--- src/design/mem_map_pkg.sv ---
/*
 * Address map and word format of the memory subsystem.
 * Four banks of 16K words, selected by address bits 15 and 14.
 * The boot memory overlays CPU page 0x00 only.
 * Mask bit 0 enables the low byte and bit 1 the high byte.
 */
`default_nettype none

package mem_map_pkg;

	localparam int DATA_BITS      = 16; // one word
	localparam int ADDR_BITS      = 16; // requester address
	localparam int BANK_SEL_BITS  = 2;  // top address bits
	localparam int BANK_COUNT     = 4;
	localparam int BANK_WORD_BITS = 14; // word index inside a bank

	localparam logic [7:0] BOOT_PAGE = 8'h00; // high address byte of the overlay
	localparam int BOOT_WORD_BITS    = 8;

	localparam int MASK_BITS = 2; // byte enables

endpackage

`default_nettype wire

--- src/design/mem_port_pkg.sv ---
/*
 * Requester identities as seen by the bank arbiter.
 * Priority on a shared bank follows the enum order after req_none.
 */
`default_nettype none

package mem_port_pkg;

	localparam int NUM_REQUESTERS = 4;

	typedef enum logic [2:0] {
		req_none,
		req_sprite,
		req_bg0,
		req_cpu,
		req_flash
	} requester_e;

endpackage

`default_nettype wire

--- src/design/mem_bank_arbiter.sv ---
/*
 * Per-bank fixed priority arbiter: sprite, background, CPU, flash.
 * A winner in cycle N gets ready or success in cycle N+1.
 * Requesters hold valid until ready. A steady sprite stream
 * starves lower requesters on that bank, there is no fairness.
 */
`timescale 1ns/1ps
`default_nettype none

module mem_bank_arbiter
(
	input  logic CLK,
	input  logic arst_n,

	input  logic [mem_map_pkg::ADDR_BITS-1:0] sprite_addr,
	output logic [mem_map_pkg::DATA_BITS-1:0] sprite_data,
	input  logic                              sprite_rvalid,
	output logic                              sprite_rready,

	input  logic [mem_map_pkg::ADDR_BITS-1:0] bg0_addr,
	output logic [mem_map_pkg::DATA_BITS-1:0] bg0_data,
	input  logic                              bg0_rvalid,
	output logic                              bg0_rready,

	input  logic [mem_map_pkg::ADDR_BITS-1:0] fl_addr,
	input  logic [mem_map_pkg::DATA_BITS-1:0] fl_data,
	input  logic                              fl_wvalid,
	output logic                              fl_wready,

	input  logic [mem_map_pkg::ADDR_BITS-1:0] cpu_addr,
	input  logic [mem_map_pkg::DATA_BITS-1:0] cpu_wdata,
	output logic [mem_map_pkg::DATA_BITS-1:0] cpu_rdata,
	input  logic                              cpu_wr,
	input  logic [mem_map_pkg::MASK_BITS-1:0] cpu_wr_mask,
	input  logic                              cpu_valid,
	output logic                              cpu_success,

	output logic [mem_map_pkg::BANK_COUNT-1:0][mem_map_pkg::BANK_WORD_BITS-1:0] bank_addr,
	output logic [mem_map_pkg::BANK_COUNT-1:0][mem_map_pkg::DATA_BITS-1:0]      bank_wdata,
	input  logic [mem_map_pkg::BANK_COUNT-1:0][mem_map_pkg::DATA_BITS-1:0]      bank_rdata,
	output logic [mem_map_pkg::BANK_COUNT-1:0][mem_map_pkg::MASK_BITS-1:0]      bank_mask,
	output logic [mem_map_pkg::BANK_COUNT-1:0]                                  bank_wr
);

	mem_port_pkg::requester_e win_d [mem_map_pkg::BANK_COUNT]; // grant this cycle
	mem_port_pkg::requester_e win_q [mem_map_pkg::BANK_COUNT]; // grant of last cycle

	logic [mem_port_pkg::NUM_REQUESTERS-1:0] req;  // bit 0 sprite up to bit 3 flash
	logic [mem_port_pkg::NUM_REQUESTERS-1:0] busy; // requester is in its ready cycle

	logic [mem_map_pkg::BANK_SEL_BITS-1:0] sprite_sel;
	logic [mem_map_pkg::BANK_SEL_BITS-1:0] bg0_sel;
	logic [mem_map_pkg::BANK_SEL_BITS-1:0] cpu_sel;
	logic [mem_map_pkg::BANK_SEL_BITS-1:0] fl_sel;

	assign sprite_sel = sprite_addr[mem_map_pkg::ADDR_BITS-1 -: mem_map_pkg::BANK_SEL_BITS];
	assign bg0_sel    = bg0_addr[mem_map_pkg::ADDR_BITS-1 -: mem_map_pkg::BANK_SEL_BITS];
	assign cpu_sel    = cpu_addr[mem_map_pkg::ADDR_BITS-1 -: mem_map_pkg::BANK_SEL_BITS];
	assign fl_sel     = fl_addr[mem_map_pkg::ADDR_BITS-1 -: mem_map_pkg::BANK_SEL_BITS];

	// valid is still held while ready is high, so that cycle must not win again
	assign req = {fl_wvalid, cpu_valid, bg0_rvalid, sprite_rvalid} & ~busy;

	always_comb
	begin
		for (int b = 0; b < mem_map_pkg::BANK_COUNT; b++)
		begin
			win_d[b]      = mem_port_pkg::req_none;
			bank_addr[b]  = '0;
			bank_wdata[b] = '0;
			bank_mask[b]  = '0;
			bank_wr[b]    = 1'b0;
			if (req[0] && sprite_sel == mem_map_pkg::BANK_SEL_BITS'(b))
			begin
				win_d[b]     = mem_port_pkg::req_sprite;
				bank_addr[b] = sprite_addr[mem_map_pkg::BANK_WORD_BITS-1:0];
			end
			else if (req[1] && bg0_sel == mem_map_pkg::BANK_SEL_BITS'(b))
			begin
				win_d[b]     = mem_port_pkg::req_bg0;
				bank_addr[b] = bg0_addr[mem_map_pkg::BANK_WORD_BITS-1:0];
			end
			else if (req[2] && cpu_sel == mem_map_pkg::BANK_SEL_BITS'(b))
			begin
				win_d[b]      = mem_port_pkg::req_cpu;
				bank_addr[b]  = cpu_addr[mem_map_pkg::BANK_WORD_BITS-1:0];
				bank_wdata[b] = cpu_wdata;
				bank_mask[b]  = cpu_wr_mask;
				bank_wr[b]    = cpu_wr;
			end
			else if (req[3] && fl_sel == mem_map_pkg::BANK_SEL_BITS'(b))
			begin
				win_d[b]      = mem_port_pkg::req_flash;
				bank_addr[b]  = fl_addr[mem_map_pkg::BANK_WORD_BITS-1:0];
				bank_wdata[b] = fl_data;
				bank_mask[b]  = '1; // flash always writes whole words
				bank_wr[b]    = 1'b1;
			end
		end
	end

	always_ff @(posedge CLK or negedge arst_n)
	begin
		if (!arst_n)
		begin
			for (int b = 0; b < mem_map_pkg::BANK_COUNT; b++)
				win_q[b] <= mem_port_pkg::req_none;
		end
		else
		begin
			for (int b = 0; b < mem_map_pkg::BANK_COUNT; b++)
				win_q[b] <= win_d[b];
		end
	end

	// a requester holds one address, so at most one bank returns to it
	always_comb
	begin
		busy        = '0;
		sprite_data = '0;
		bg0_data    = '0;
		cpu_rdata   = '0;
		for (int b = 0; b < mem_map_pkg::BANK_COUNT; b++)
		begin
			case (win_q[b])
				mem_port_pkg::req_sprite:
				begin
					busy[0]     = 1'b1;
					sprite_data = bank_rdata[b];
				end
				mem_port_pkg::req_bg0:
				begin
					busy[1]  = 1'b1;
					bg0_data = bank_rdata[b];
				end
				mem_port_pkg::req_cpu:
				begin
					busy[2]   = 1'b1;
					cpu_rdata = bank_rdata[b];
				end
				mem_port_pkg::req_flash:
					busy[3] = 1'b1; // write done, nothing to return
				default:
					;
			endcase
		end
	end

	assign sprite_rready = busy[0];
	assign bg0_rready    = busy[1];
	assign cpu_success   = busy[2];
	assign fl_wready     = busy[3];

endmodule

`default_nettype wire

--- config.mk ---
export PLATFORM = sky130hd
export DESIGN_NAME = mem_bank_arbiter
export DESIGN_NICKNAME = d
export VERILOG_FILES = /design/src/design/mem_map_pkg.sv /design/src/design/mem_port_pkg.sv /design/src/design/mem_bank_arbiter.sv
export SDC_FILE = /design/constraint.sdc
export NUM_CORES = 1
export LEC_CHECK = 0
export BUFFER_PORTS_ARGS = -buffer_cell sky130_fd_sc_hd__buf_2
export CORE_AREA = 3 3 138 140
export DETAILED_ROUTE_END_ITERATION = 10
export DIE_AREA = 0 0 141 143
export GPL_ROUTABILITY_DRIVEN = 0
export PLACE_DENSITY = 0.63
export SYNTH_ARGS = -nofsm -noshare
export SYNTH_HDL_FRONTEND = slang
export SYNTH_SLANG_ARGS = --single-unit
--- constraint.sdc ---
create_clock -name CLK -period 2.5 [get_ports CLK]
set_clock_uncertainty 0.15 [all_clocks]
set_input_delay 0.25 -clock CLK [delete_from_list [all_inputs] [get_ports CLK]]
set_output_delay 0.25 -clock CLK [all_outputs]
set_load 0.05 [all_outputs]
==> flow_summary.ini, run 1 <==
[run_status]
outcome = finished with violations
violations = negative setup slack

[cells_and_area]
multi_input_area_mm2 = 0.00716
fillers = 1116
largest_reg_flops = 12
areaGrowthSynthToFinish_pct = 172
fin_area_mm2 = 0.0132
regMostFlops = win_q
register_area_um2 = 302
largestRegisters = win_q: 12 flops
layout.nets = 1417
drive_gt1_share_pct = 68.2

[synthesis]
synthSimpleGateAreaFrac_pct = 34.3
ys_async_sr_fraction_pct = 100
synth_nets = 947
synth.distinct_cells = 46
synth_top_family_by_area = compound AO/OA/AOI/OAI gates
synth.avg_cell_area_um2 = 6.25
synth.ff_latch_count = 12
synth_warnings = 0
synthXorXnorAreaFrac_pct = 0
synth-compound-area-share_pct = 52.1
ys.flop_type = dfrtp_1
synth_cells = 778
synth_edf_count = 0
synth_mux_area_share_pct = 0.232
synth_adder_area_share_pct = 0
yosysSeqAreaShare_pct = 6.18
syn_area_mm2 = 0.00486

[routing]
drc_errors = 0
drt_iter0_drc = 922
first_pass_iters = 8
via_count = 9752
viasPerCell = 6.58
totalWireLength_mm = 42.9
drtAntennaViolNets = 0
wl_per_cell_um = 28.9

[timing]
drv_slew = 0
layout_min_cycle_time_ns = 3.20
worst_slack_ns = -0.703
timing.fmax_mhz = 312
tns_ns = -72.62
worst_hold_slack_ns = 0.273
setup_viol = 141
slew-limit-headroom_pct = 52.1
rsz0062_at_grt = true
fin_crit_sh_pct = 128
tightest_slew_ns = 0.714
hold_viol = 0

[grt]
grtUsageTotal_pct = 31.7
use_met2_pct = 57.9
grt-ovfl-total = 0
grt_use_met1_pct = 36.2
grt_max_degree = 33
grt_antenna_before_repair = 7
top_usage_layer = met2
first_global_vias = 8806
grt_pass1_wl_mm = 51.3
use_met3_pct = 6.20

[power]
vdd_drop_max_mv = 0.347
p_leak_nw = 5.68
p_per_area_mw_per_mm2 = 403

[clock_network]
clk_latency_ns = 0.24
root_buffer = clkbuf_16
clk_path_buf_depth = 2
htree_levels = 1
tritoncts.num_buffers = 3
clock-sinks = 12
path_clk_slew_ns = 0.04
cts_tree = yes

[flow_run]
drv_cap = 0

[worst_setup_path]
worstSetupPathType = reg -> out
arrival_ns = 2.80
slowest_stage = nor4_4
critical_path.max_fanout = 8
crit_path_end_kind = output port
slowest_delay_ns = 0.67
path_cells = buf_6 > buf_4 > nor3b_4 > nor4_4 > inv_2 > nor3_4 > nor4_4 > buf_6 > o2bb2ai_4 > buf_8
required_ns = 2.10
worstSetupStartpointType = flip-flop

[place]
detailed_place.area_mm2 = 0.00976
portBuffers = 352
dpl.hpwl_mm = 23.3

[die]
core_area_mm2 = 0.0180
die_h_um = 143
ioPinCount = 353
start_util_pct = 27.1
num_rows = 49
die_area_mm2 = 0.0202
die_w_um = 141

[hold_path]
hold_class = in -> async
[cells in the mapped netlist, types with 3 or more instances]
library cell / instances / area (µm²)
and3_1: 30 / 188
a211oi_1: 4 / 30.0
o21ai_1: 4 / 20.0
or4b_2: 3 / 30.0
o21a_1: 12 / 90.1
o2bb2ai_1: 51 / 447
a31oi_1: 4 / 25.0
a21oi_1: 79 / 395
nor3b_1: 4 / 30.0
nor3_1: 3 / 15.0
clkbuf_1: 69 / 259
buf_2: 9 / 45.0
buf_1: 4 / 15.0
nand3b_1: 3 / 22.5
a311oi_1: 51 / 447
and2_1: 3 / 18.8
and3b_1: 4 / 35.0
nand3_1: 41 / 205
a221o_1: 24 / 240
a22o_1: 64 / 561
or3_1: 3 / 18.8
nor2_1: 110 / 413
nor3b_2: 5 / 62.6
nor4_1: 6 / 37.5
nor3_2: 5 / 50.1
nor2b_1: 16 / 100
or3b_2: 3 / 26.3
nand2_1: 80 / 300
inv_1: 3 / 11.3
dfrtp_1: 12 / 300
o21ai_0: 51 / 255
[cell type report]
class,instances,area share (%)
antenna,7,0.132
clock buffer,4,0.596
inverter,4,0.321
multi-input combinational,679,54.1
sequential,12,2.28
tap,229,2.17
timing repair buffer,548,40.4
[cells in the final DEF, fill, tap and decap left out, drive strengths merged, types with 2 or more instances in the layout]
cell type / count
nand3b: 3
nand4b: 2
diode: 7
buf: 535
a311oi: 51
and2: 3
nor2b: 16
a31oi: 4
and3: 30
nor2: 110
nor4: 8
nor3: 9
nor3b: 9
dfrtp: 12
or3: 3
bufinv: 2
nand2: 80
a22oi: 2
o21a: 12
inv: 2
a21oi: 79
and3b: 4
bufbuf: 2
a221o: 24
clkbuf: 13
o21ai: 56
nand3: 41
o2bb2ai: 51
a22o: 64
or3b: 4
or4b: 4
a211oi: 4
[metrics by stage]
step | power (mW) | util (%) | setup WS (ns) | instances
6_report | 5.33 | 73.7 | -0.703 | 1483
4_1_cts | 4.87 | 68.5 | -0.589 | 1454
3_5_place_dp | 3.80 | 54.3 | -0.461 | 1393
5_1_grt | 5.46 | 73.7 | -0.749 | 1482
2_1_floorplan | 2.71 | - | -0.324 | 778
3_3_place_gp | 3.79 | 54.3 | -0.446 | 1393
[where the power goes]
group / total (mW) / leakage [nW] / switching [mW] / internal, mW
registers: 0.225 / 0.159 / 0.0143 / 0.211
clock network: 0.290 / 0.0382 / 0.0757 / 0.214
logic: 4.81 / 5.48 / 2.89 / 1.92
[cell families (layout without fill, tap and decap cells)]
family,count (synthesis),in the layout
AO/OA/AOI/OAI,347,348
buffers and inverters,88,556
flip-flops,12,12
multiplexers,1,1
other,0,7
AND/OR/NAND/NOR,330,330
[metal layers]
layer	up-vias	share of wire (%)
met5	-	0.033
li1	4011	-
met4	2	8.8
met1	4534	32
met2	899	48
met3	306	11
[worst max-delay path, delay by kind of cell (launching register included)]
kind,cells,cell delay (ns)
AOI/OAI and AO/OA,1,0.16
buffers and inverters,5,0.90
DFF,1,0.37
and+or+nand+nor,4,1.12
[worst paths after layout]
path                               startpoint                  to  slack, ns  cells past startpoint
min reg2reg                win_q[5]$_DFF_PN0_  win_q[8]$_DFF_PN0_       1.07                      5
max                        win_q[9]$_DFF_PN0_       bank_addr[34]      -0.70                     10
max reg2reg                win_q[9]$_DFF_PN0_  win_q[5]$_DFF_PN0_          0                      8
min in group CLK                sprite_rvalid  win_q[7]$_DFF_PN0_       0.54                      4
max in group asynchronous              arst_n  win_q[5]$_DFF_PN0_       1.70                      2
min                                    arst_n  win_q[4]$_DFF_PN0_       0.27                      2
[repair_timing]
action | in CTS | in global routing
cloned | 10 | 7
hold endpoints to repair | 12 | 0
hold buffers | 1 | 0
endpoints found under the setup margin | 175 | 179
pin swaps | 58 | 58
resized for setup | 464 | 155
setup buffers | 52 | 25
(Power assumes the default switching activity.)
==> run 2: changes to the inputs <==
Settings changed: BUFFER_PORTS_ARGS -buffer_cell sky130_fd_sc_hd__buf_2 to -buffer_cell sky130_fd_sc_hd__buf_4.
==> flow_summary.ini, run 2 (synthesis gave the netlist of run 1 again) <==
[clock_network]
tritoncts.num_buffers = 3
path_clk_slew_ns = 0.04
cts_tree = yes
root_buffer = clkbuf_16
clk_path_buf_depth = 2
clock-sinks = 12
htree_levels = 1
clk_latency_ns = 0.24

[grt]
grt_max_degree = 33
grt-ovfl-total = 0
grt_pass1_wl_mm = 52.5
grt_antenna_before_repair = 1
grtUsageTotal_pct = 32.7
first_global_vias = 8992

[routing]
drtAntennaViolNets = 0
viasPerCell = 6.12
via_count = 8918
drt_iter0_drc = 677
first_pass_iters = 5
wl_per_cell_um = 25.0
drc_errors = 0
totalWireLength_mm = 36.5

[timing]
rsz0062_at_grt = true
timing.fmax_mhz = 322
hold_viol = 0
tightest_slew_ns = 0.527
fin_crit_sh_pct = 124
slew-limit-headroom_pct = 64.9
worst_slack_ns = -0.601
drv_slew = 0
layout_min_cycle_time_ns = 3.10
setup_viol = 160

[die]
ioPinCount = 353
die_h_um = 143
die_area_mm2 = 0.0202
num_rows = 49
core_area_mm2 = 0.0180
die_w_um = 141
start_util_pct = 27.1

[worst_setup_path]
cpMostUsedCell = buf_4
slowest_delay_ns = 0.37
arrival_ns = 2.70
worstSetupStartpointType = flip-flop
required_ns = 2.10
path_cells = buf_4 > nor3b_4 > nor4_4 > buf_6 > inv_8 > nor3_4 > buf_4 > nor3_4 > buf_4 > clkbuf_16 > a22o_4 > buf_8
slowest_stage = dfrtp_1
critical_path.max_fanout = 8
worstSetupPathType = reg -> out
crit_path_end_kind = output port

[place]
dp.cells = 1392
dpl.hpwl_mm = 24.3
dpl_worst_slack_ns = -0.417
portBuffers = 352

[run_status]
outcome = finished with violations
violations = negative setup slack

[hold_path]
hold_class = in -> async

[cells_and_area]
regMostFlops = win_q
instances_no_fill = 1457
layout.nets = 1398
largest_reg_flops = 12
antennaDiodeCount = 0
areaGrowthSynthToFinish_pct = 173
largestRegisters = win_q: 12 flops
mostFrequentLayoutCell = buf_4
drive_gt1_share_pct = 67.3
final_cell_mix = 293 x buf_4, 105 x buf_8, 99 x nor2_1
fillers = 1187

[power]
p_per_area_mw_per_mm2 = 396
vdd_drop_max_mv = 0.309
p_leak_nw = 5.67

[flow_run]
drv_cap = 0
-- run 2: cell count changes in the layout (fill, tap and decap cells not counted), moves of 10 or more --
cell      delta
a311oi_2    +21
a311oi_4    -22
buf_12      -10
buf_2      -175
buf_4      +144
buf_6       +10
buf_8       +23
nor2_1      +10
nor2_2      -10
-- run 2: worst max-delay path: cells and delay by family, from the launching register on --
family	cells	cell delay [ns]
buffers and inverters	7	1.09
AND/OR/NAND/NOR	4	0.76
flip-flops	1	0.37
AO/OA/AOI/OAI	1	0.23
-- run 2: stage by stage --
step	utilization, %	area (µm²)	TNS [ns]	power (mW)	hold slack, ns
CTS	71.3	12800	-57.65	5.03	0.270
global placement	58.1	10400	-38.33	4.02	-0.0601
finish	73.7	13200	-67.33	5.24	0.256
floorplan	-	6850	-17.11	2.71	-0.196
detailed placement	58.1	10400	-43.05	4.03	-0.0571
global route	73.7	13200	-79.98	5.41	0.297
-- run 2: final timing paths --
check / slack [ns] / cells after the start / endpoint / startpoint
setup / recovery: -0.60 / 12 / bank_wdata[41] / win_q[4]$_DFF_PN0_
hold / removal: 0.26 / 2 / win_q[6]$_DFF_PN0_ / arst_n
setup reg to reg: 0.21 / 6 / win_q[3]$_DFF_PN0_ / win_q[3]$_DFF_PN0_
hold reg to reg: 0.95 / 6 / win_q[10]$_DFF_PN0_ / win_q[4]$_DFF_PN0_
max in group asynchronous: 1.78 / 2 / win_q[5]$_DFF_PN0_ / arst_n
min in group CLK: 0.38 / 3 / win_q[9]$_DFF_PN0_ / bg0_addr[14]
-- run 2: final cells by class --
| type | count | area [µm²] | share of cell area, % |
|---|---|---|---|
| Inverter | 4 | 43.8 | 0.331 |
| Tap cell | 229 | 287 | 2.16 |
| Multi-Input combinational cell | 679 | 6880 | 51.9 |
| Timing Repair Buffer | 529 | 5640 | 42.6 |
| Clock buffer | 4 | 88.8 | 0.671 |
| Sequential cell | 12 | 304 | 2.30 |
-- run 2: metal layers --
| metal | vias to the layer above | track usage, % | wire length [µm] |
|---|---|---|---|
| li1 | 3934 | - | - |
| met4 | 2 | 11.3 | 1450 |
| met1 | 4252 | 37.2 | 12800 |
| met3 | 131 | 8.54 | 3620 |
| met5 | - | 0 | 20 |
| met2 | 599 | 59.2 | 18600 |
-- run 2: power by group --
| group | switching [mW] | internal [mW] |
|---|---|---|
| clock | 0.0806 | 0.241 |
| combinational | 2.76 | 1.93 |
| sequential | 0.0148 | 0.211 |
-- run 2: timing repair --
| item | CTS | global route |
|---|---|---|
| resized for setup | 412 | 81 |
| pin swaps | 65 | 28 |
| cloned | 13 | 1 |
| setup endpoints to repair | 176 | 177 |
| hold buffers | 1 | 0 |
| endpoints found under the hold margin | 12 | 0 |
| setup buffers | 45 | 11 |
